<file path="config.mk">
export PLATFORM = sky130hd
export DESIGN_NAME = debugPort
export DESIGN_NICKNAME = d
export VERILOG_FILES = /design/src/rtl/cpuPkg.sv /design/src/rtl/debugPort.sv
export SDC_FILE = /design/constraint.sdc
export NUM_CORES = 1
export LEC_CHECK = 0
export BUFFER_PORTS_ARGS = -buffer_cell sky130_fd_sc_hd__buf_2
export CAP_MARGIN = 20
export CORE_ASPECT_RATIO = 1.5
export CORE_MARGIN = 2
export CORE_UTILIZATION = 34
export DETAILED_ROUTE_END_ITERATION = 10
export GPL_TIMING_DRIVEN = 0
export PLACE_DENSITY = 0.87
export SLEW_MARGIN = 0
export SYNTH_ARGS = -nofsm -noshare
export SYNTH_HDL_FRONTEND = slang
export SYNTH_SLANG_ARGS = --single-unit
</file>
<file path="constraint.sdc">
create_clock -name clk -period 1.6 [get_ports clk]
set_input_delay 0.08 -clock clk [delete_from_list [all_inputs] [get_ports clk]]
set_output_delay 0.08 -clock clk [all_outputs]
set_load 0.03 [all_outputs]
</file>
<file path="src/rtl/cpuPkg.sv">
package cpuPkg;

	////////////////////////////////////////////////////////////
	// Widths and depths
	////////////////////////////////////////////////////////////
	localparam int dataWidth = 32;
	localparam int regAddrWidth = 5;
	localparam int pcWidth = 8;
	localparam int dmemAddrWidth = 8;
	localparam int imemDepth = 1 << pcWidth;
	localparam int dmemDepth = 1 << dmemAddrWidth;

	////////////////////////////////////////////////////////////
	// Debug bus address map, byte addressed
	////////////////////////////////////////////////////////////
	localparam int busAddrWidth = 12;
	// Word index starts here
	localparam int busWordLsb = 2;
	// Set for instruction memory, clear for data memory
	localparam int busImemBit = 10;

	localparam logic [1:0] respOkay = 2'b00;
	localparam logic [1:0] respSlvErr = 2'b10;

	////////////////////////////////////////////////////////////
	// Encodings
	////////////////////////////////////////////////////////////
	typedef enum logic [5:0] {
		opRtype = 6'h00,
		opAddi = 6'h08,
		opOri = 6'h0d,
		opLui = 6'h0f,
		opLw = 6'h23,
		opSw = 6'h2b,
		opHalt = 6'h3f
	} opcodeT;

	typedef enum logic [5:0] {
		fnSll = 6'h00,
		fnAdd = 6'h20,
		fnSub = 6'h22,
		fnAnd = 6'h24,
		fnOr = 6'h25,
		fnSlt = 6'h2a
	} functT;

	typedef enum logic [2:0] {
		aluAdd,
		aluSub,
		aluAnd,
		aluOr,
		aluSlt,
		aluSll,
		aluLui
	} aluOpT;

	typedef enum logic [1:0] {
		dbIdle,
		dbWait,
		dbResp
	} debugStateT;

endpackage

</file>
<file path="src/rtl/debugPort.sv">
`timescale 1ns/100ps

module debugPort (
	input logic clk,
	input logic reset,
	input logic run,
	input logic awvalid,
	output logic awready,
	input logic [cpuPkg::busAddrWidth-1:0] awaddr,
	input logic wvalid,
	output logic wready,
	input logic [cpuPkg::dataWidth-1:0] wdata,
	output logic bvalid,
	input logic bready,
	output logic [1:0] bresp,
	input logic arvalid,
	output logic arready,
	input logic [cpuPkg::busAddrWidth-1:0] araddr,
	output logic rvalid,
	input logic rready,
	output logic [cpuPkg::dataWidth-1:0] rdata,
	output logic [1:0] rresp,
	input logic dbgGnt,
	input logic [cpuPkg::dataWidth-1:0] dbgRdata,
	output logic imemWe,
	output logic [cpuPkg::pcWidth-1:0] imemAddr,
	output logic [cpuPkg::dataWidth-1:0] imemData,
	output logic dbgReq,
	output logic dbgWe,
	output logic [cpuPkg::dmemAddrWidth-1:0] dbgAddr,
	output logic [cpuPkg::dataWidth-1:0] dbgWdata
);
	import cpuPkg::*;

	debugStateT state;
	logic writeAccept;
	logic readAccept;
	logic [dmemAddrWidth-1:0] wordIdx;
	logic [dataWidth-1:0] wrData;
	logic [1:0] respCode;

	// Address and data only together, writes win over reads
	assign writeAccept = (state == dbIdle) && awvalid && wvalid;
	assign arready = (state == dbIdle) && !awvalid && !wvalid;
	assign readAccept = arready && arvalid;
	assign awready = writeAccept;
	assign wready = writeAccept;

	assign imemAddr = wordIdx[pcWidth-1:0];
	assign imemData = wrData;
	assign dbgAddr = wordIdx;
	assign dbgWdata = wrData;
	assign bresp = respCode;
	assign rresp = respCode;
	assign rdata = (respCode == respOkay) ? dbgRdata : '0;

	////////////////////////////////////////////////////////////
	// Transaction FSM
	////////////////////////////////////////////////////////////
	always_ff @(posedge clk) begin
		if (reset) begin
			state <= dbIdle;
			bvalid <= 1'b0;
			rvalid <= 1'b0;
			dbgReq <= 1'b0;
			imemWe <= 1'b0;
		end else begin
			imemWe <= 1'b0;
			case (state)
				dbIdle: begin
					if (writeAccept && awaddr[busImemBit]) begin
						// Program memory is locked while the core runs
						imemWe <= !run;
						bvalid <= 1'b1;
						state <= dbResp;
					end else if (readAccept && araddr[busImemBit]) begin
						rvalid <= 1'b1;
						state <= dbResp;
					end else if (writeAccept || readAccept) begin
						dbgReq <= 1'b1;
						state <= dbWait;
					end
				end
				dbWait: begin
					if (dbgGnt) begin
						dbgReq <= 1'b0;
						bvalid <= dbgWe;
						rvalid <= !dbgWe;
						state <= dbResp;
					end
				end
				dbResp: begin
					if ((bvalid && bready) || (rvalid && rready)) begin
						bvalid <= 1'b0;
						rvalid <= 1'b0;
						state <= dbIdle;
					end
				end
				default: state <= dbIdle;
			endcase
		end
	end

	// Request payload, captured at acceptance
	always_ff @(posedge clk) begin
		if (writeAccept) begin
			wordIdx <= awaddr[busWordLsb +: dmemAddrWidth];
			wrData <= wdata;
			dbgWe <= 1'b1;
			respCode <= (awaddr[busImemBit] && run) ? respSlvErr : respOkay;
		end else if (readAccept) begin
			wordIdx <= araddr[busWordLsb +: dmemAddrWidth];
			dbgWe <= 1'b0;
			// Instruction memory is write only
			respCode <= araddr[busImemBit] ? respSlvErr : respOkay;
		end
	end

endmodule

</file>
### Word level (Yosys, flattened, before mapping)

Cells that the tools add are included.

| word-level totals | value |
|---|---|
| word-level logic and storage cells | 73 |
| input port bits | 97 |
| bits in registers | 49 |
| output and inout bits | 124 |

| operators by class | value |
|---|---|
| bitwise logic cells | 2 |
| eq/ne operators | 10 |
| reduce and logical (&&, ||, !) cells | 26 |
| multiplexer cells | 26 |

Operator list:

| kind | number |
|---|---|
| two-way mux 32 bit | 1 |
| two-way mux 2 bit | 9 |
| two-way mux 8 bit | 2 |
| logical AND 1 bit | 10 |
| two-way mux 1 bit | 10 |
| AND reduction 5 bit | 2 |
| inequality test 2 bit, second input constant | 4 |
| inequality test 2 x 1 -> 1 bit, second input constant | 3 |
| case mux 1 bit (3 select lines) | 2 |
| case mux 2 bit (3 select lines) | 1 |
| zero test 1 bit | 4 |
| zero test 2 bit | 2 |
| inequality test 4 x 1 -> 1 bit, second input constant | 1 |
| AND reduction 4 bit | 1 |
| nonzero test 2 bit | 2 |
| AND reduction 3 bit | 1 |
| nonzero test 3 bit | 1 |
| OR reduction 3 bit | 1 |
| equality test 2 x 1 -> 1 bit, second input constant | 1 |
| equality test 2 bit, second input constant | 1 |
| logical OR 1 bit | 2 |
| inverter 1 bit | 2 |
| case mux 1 bit (2 select lines) | 1 |

### Longest topological paths before layout

| logic depth | value |
|---|---|
| depth in word-level cells | 9 |
| mapped depth | 6 |
| gate-level depth less buffers | 4 |

### Worst setup path after synthesis

OpenSTA, ideal clock, no wires.

| timing path | value |
|---|---|
| kind | register -> register |
| start point | register state[0] |
| end point | register wordIdx[1] (netlist: dbgAddr[1]) (data pin) |
| arrival | 1.331 ns |
| stages on the path, launching flop included | 6 |
| required time | 1.340 ns |
| buffers on the path | 2 |
| slack | 0.008 ns |
| period minus slack after synthesis | 1.592 ns |
| setup time | 0.260 ns |
| cell sequence | dfxtp_1 -> buf_6 -> or2_4 -> nor2_4 -> buf_12 -> mux2_4 |

| on the way | value |
|---|---|
| cells in the longest elaborated chain, start to end | 4 |

RTL lines:

| what | RTL line | source |
|---|---|---|
| from (decl) | debugPort.sv:35 | `debugStateT state;` |
| from (signal assigned) | debugPort.sv:62 | `state <= dbIdle;` |
| from (signal assigned) | debugPort.sv:75 | `state <= dbResp;` |
| from (signal assigned) | debugPort.sv:78 | `state <= dbResp;` |
| zero test 2 bit | debugPort.sv:43 | `assign writeAccept = (state == dbIdle) && awvalid && wvalid;` |
| logical AND 1 bit (2 in a row) | debugPort.sv:43 |  |
| via awready | debugPort.sv:8 | `output logic awready,` |
| two-way mux 8 bit | debugPort.sv:106 | `if (writeAccept) begin` |
| to (signal assigned) | debugPort.sv:107 | `wordIdx <= awaddr[busWordLsb +: dmemAddrWidth];` |
| to (signal assigned) | debugPort.sv:112 | `wordIdx <= araddr[busWordLsb +: dmemAddrWidth];` |
| to (decl) | debugPort.sv:38 | `logic [dmemAddrWidth-1:0] wordIdx;` |

The timed path passes the listed nets, and every way through them passes these cells.
A chain may end at the register's enable or synchronous reset.

### Worst setup path in the final report

| timing path | value |
|---|---|
| start point | register state[0] |
| end point | output port wready |

| on the way | value |
|---|---|
| cells in the longest elaborated chain, start to end | 3 |

RTL lines:

| what | RTL line | source |
|---|---|---|
| zero test 2 bit | debugPort.sv:43 |  |
| logical AND 1 bit (2 in a row) | debugPort.sv:43 |  |
| to (decl) | debugPort.sv:11 | `output logic wready,` |

Every way passes these cells.

==> results.toml <==
[sta]
report.final.hold_viol_count = 0
worst_slack_ps = 39.2
final-max-slew-violation-count = 0
hold_slack_ps = 15.3
setup_viol = 0
timing.fmax_mhz = 641
fin_crit_sh = 0.976
rsz0062_at_grt = "true"
fin_skew_ps = 6.33
period_minus_slack_ps = 1560
final.setup.tns_ps = 0

[placed_design]
dp_slack_ps = -133
dp.cells = 480
gp_congestion = 0.820
io_buffers = 212
dp_hpwl_mm = 5.95

[synthesis]
netlist_instances = 189
ys_warn_count = 0
netlist_area_sq_um = 2380
seq_area_frac_synth = 0.575
synth-seq-cells = 48
synth_cell_types = 33
syn-mean-instance-area_sq_um = 12.6

[global_route]
antenna_found_initial = 0
grt_max_degree = 22
first_global_vias = 2298
grt_usage = 0.201
grt_pass1_wl_mm = 11.4
grt_remaining_overflow = 0

[floorplan]
die_y_um = 107
dieArea_sq_um = 7710
coreArea_sq_um = 6850
rows = 37
initial_core_util = 0.348
dieWidth_um = 72.4
ios = 221

[pwr]
power_density_nw_per_um2 = 886
p_total_mw = 3.70
ir_worst_vdd_mv = 0.542
p_leak_nw = 2.06

[hold_path]
hold_path_class = "input port to flip-flop"
hp-start = "dbgGnt"

[flow_run]
maxCapViolCount = 0

[clock_tree]
root_buffer = "clkbuf_8"
cts_made_buffers = 5
clk_pin_slew_ps = 90
cts_max_path_buffers = 2
insertion_delay_ps = 310
htreeDepth = 2
cts_tree = "yes"
cts.sinks = 48

[critical_path]
cp.required_ps = 1520
cp-startpoint = "state[0]$_SDFFE_PP0P_"
critPathSlowestCell = "dfxtp_4"
cpMostUsedCell = "buf_6"
end_kind = "primary output"
worstSetupStartpointType = "flip-flop"
critPathMaxStageDelay_ps = 370
cp_max_fo = 6
r2r_start = "state[0]$_SDFFE_PP0P_"
critPathKind = "flip-flop to primary output"
crit_buf_inv = 3
arrival_ps = 1480
cp_top_family = "simple AND/OR/NAND/NOR gates"
crit_chain = "or2_4 -> nor2_4 -> buf_12 -> buf_6 -> buf_6"

[finish]
insertedDiodeCount = 0
area_delta_synth_final_pct = 75.0
final_cell_mix = "210 x buf_2, 51 x buf_4, 41 x edfxtp_1, 33 x nor2b_1, 33 x dlygate4sd3_1"
layout_commonest_cell = "buf_2"
layoutNonFillerInstCount = 532
nNetsFinal = 550
final_layout_size_suffix_gt1_frac = 0.656

[drt]
ant_nets = 0
wl_per_cell_um = 15.6
drt-pass1-iter-count = 4
drc_errors = 0
drt_iter0_drc = 100
wl_mm = 8.31
drt-vias-per-instance = 4.43
vias = 2358

[outcome]
outcome = "finished clean"
-- cells in the mapped netlist --
cell type / number / area [sq um]
a2111oi_2: 1 / 15.0
a211oi_2: 1 / 12.5
a21boi_0: 1 / 7.51
a21oi_1: 5 / 25.0
a221oi_1: 1 / 8.76
a31oi_1: 1 / 6.26
and2b_4: 1 / 10.0
and3_4: 1 / 11.3
buf_12: 1 / 20.0
buf_4: 44 / 330
buf_6: 1 / 11.3
clkbuf_1: 3 / 11.3
conb_1: 1 / 3.75
dfxtp_1: 7 / 140
edfxtp_1: 41 / 1230
inv_1: 2 / 7.51
mux2_2: 1 / 11.3
mux2_4: 7 / 105
mux2i_1: 2 / 20.0
nand2_1: 5 / 18.8
nand2_2: 1 / 6.26
nand2b_1: 5 / 31.3
nand3_1: 3 / 15.0
nand4bb_1: 1 / 11.3
nor2_1: 10 / 37.5
nor2_4: 1 / 11.3
nor2b_1: 33 / 206
nor2b_2: 1 / 8.76
nor3_1: 2 / 10.0
nor4_1: 1 / 6.26
o21ai_0: 2 / 10.0
o2bb2ai_2: 1 / 15.0
or2_4: 1 / 8.76
-- area by class of cell --
class	count	area (sq um)
tap	78	97.6
inverter	2	7.51
clock inverter	3	42.5
buffer	48	368
multi-input combinational	91	641
fill	584	2680
sequential	48	1380
clock buffer	5	68.8
timing repair buffer	257	1570
-- per-stage QoR --
stage	util	instance area [sq um]
after floorplan	-	2390
after global placement	0.518	3550
after CTS	0.596	4080
after detailed placement	0.518	3550
after global routing	0.609	4170
final	0.609	4170
-- state kept, by name, summed over array words and instances, names as in the netlist --
signal    count
dbgWdata     32
dbgAddr       8
state         2
bresp         1
bvalid        1
dbgReq        1
dbgWe         1
imemWe        1
rvalid        1
-- logic make-up after synthesis --
logic type	count (synthesis)	synth area share
buffers and inverters	51	0.159
DFF	48	0.575
and+or+nand+nor	66	0.165
AOI/OAI and AO/OA	13	0.0420
other	1	0.00157
muxes	10	0.0572
-- report_power, final --
part           total [mW]  switching [mW]  internal (mW)
registers            1.54          0.0657           1.47
clock network       0.884           0.420          0.463
logic                1.28           0.742          0.536
-- per-layer routing --
layer / up-vias / wire length, um / track usage
li1: 1127 / - / -
met1: 1070 / 2650 / 0.179
met2: 140 / 4590 / 0.387
met3: 21 / 786 / 0.0695
met4: 0 / 284 / 0.0979
met5: - / 0 / 0
-- final timing paths --
kind	end	slack (ps)	depth (start not counted)
worst max-delay path	wready	40	5
worst min-delay path	state[0]$_SDFFE_PP0P_	20	2
worst max register to register	dbgAddr[0]$_DFFE_PP_	50	4
worst min register to register	rvalid$_SDFFE_PP0P_	500	2
-- repair_timing --
action                                  CTS  global route
setup buffers                             3             6
gates cloned                              2             1
resized for setup                         5            10
hold endpoints to repair                 33             0
pin swaps                                 1             2
endpoints found under the setup margin   23            24
hold buffers                             33             0
Power figures use the tool's default switching activity.
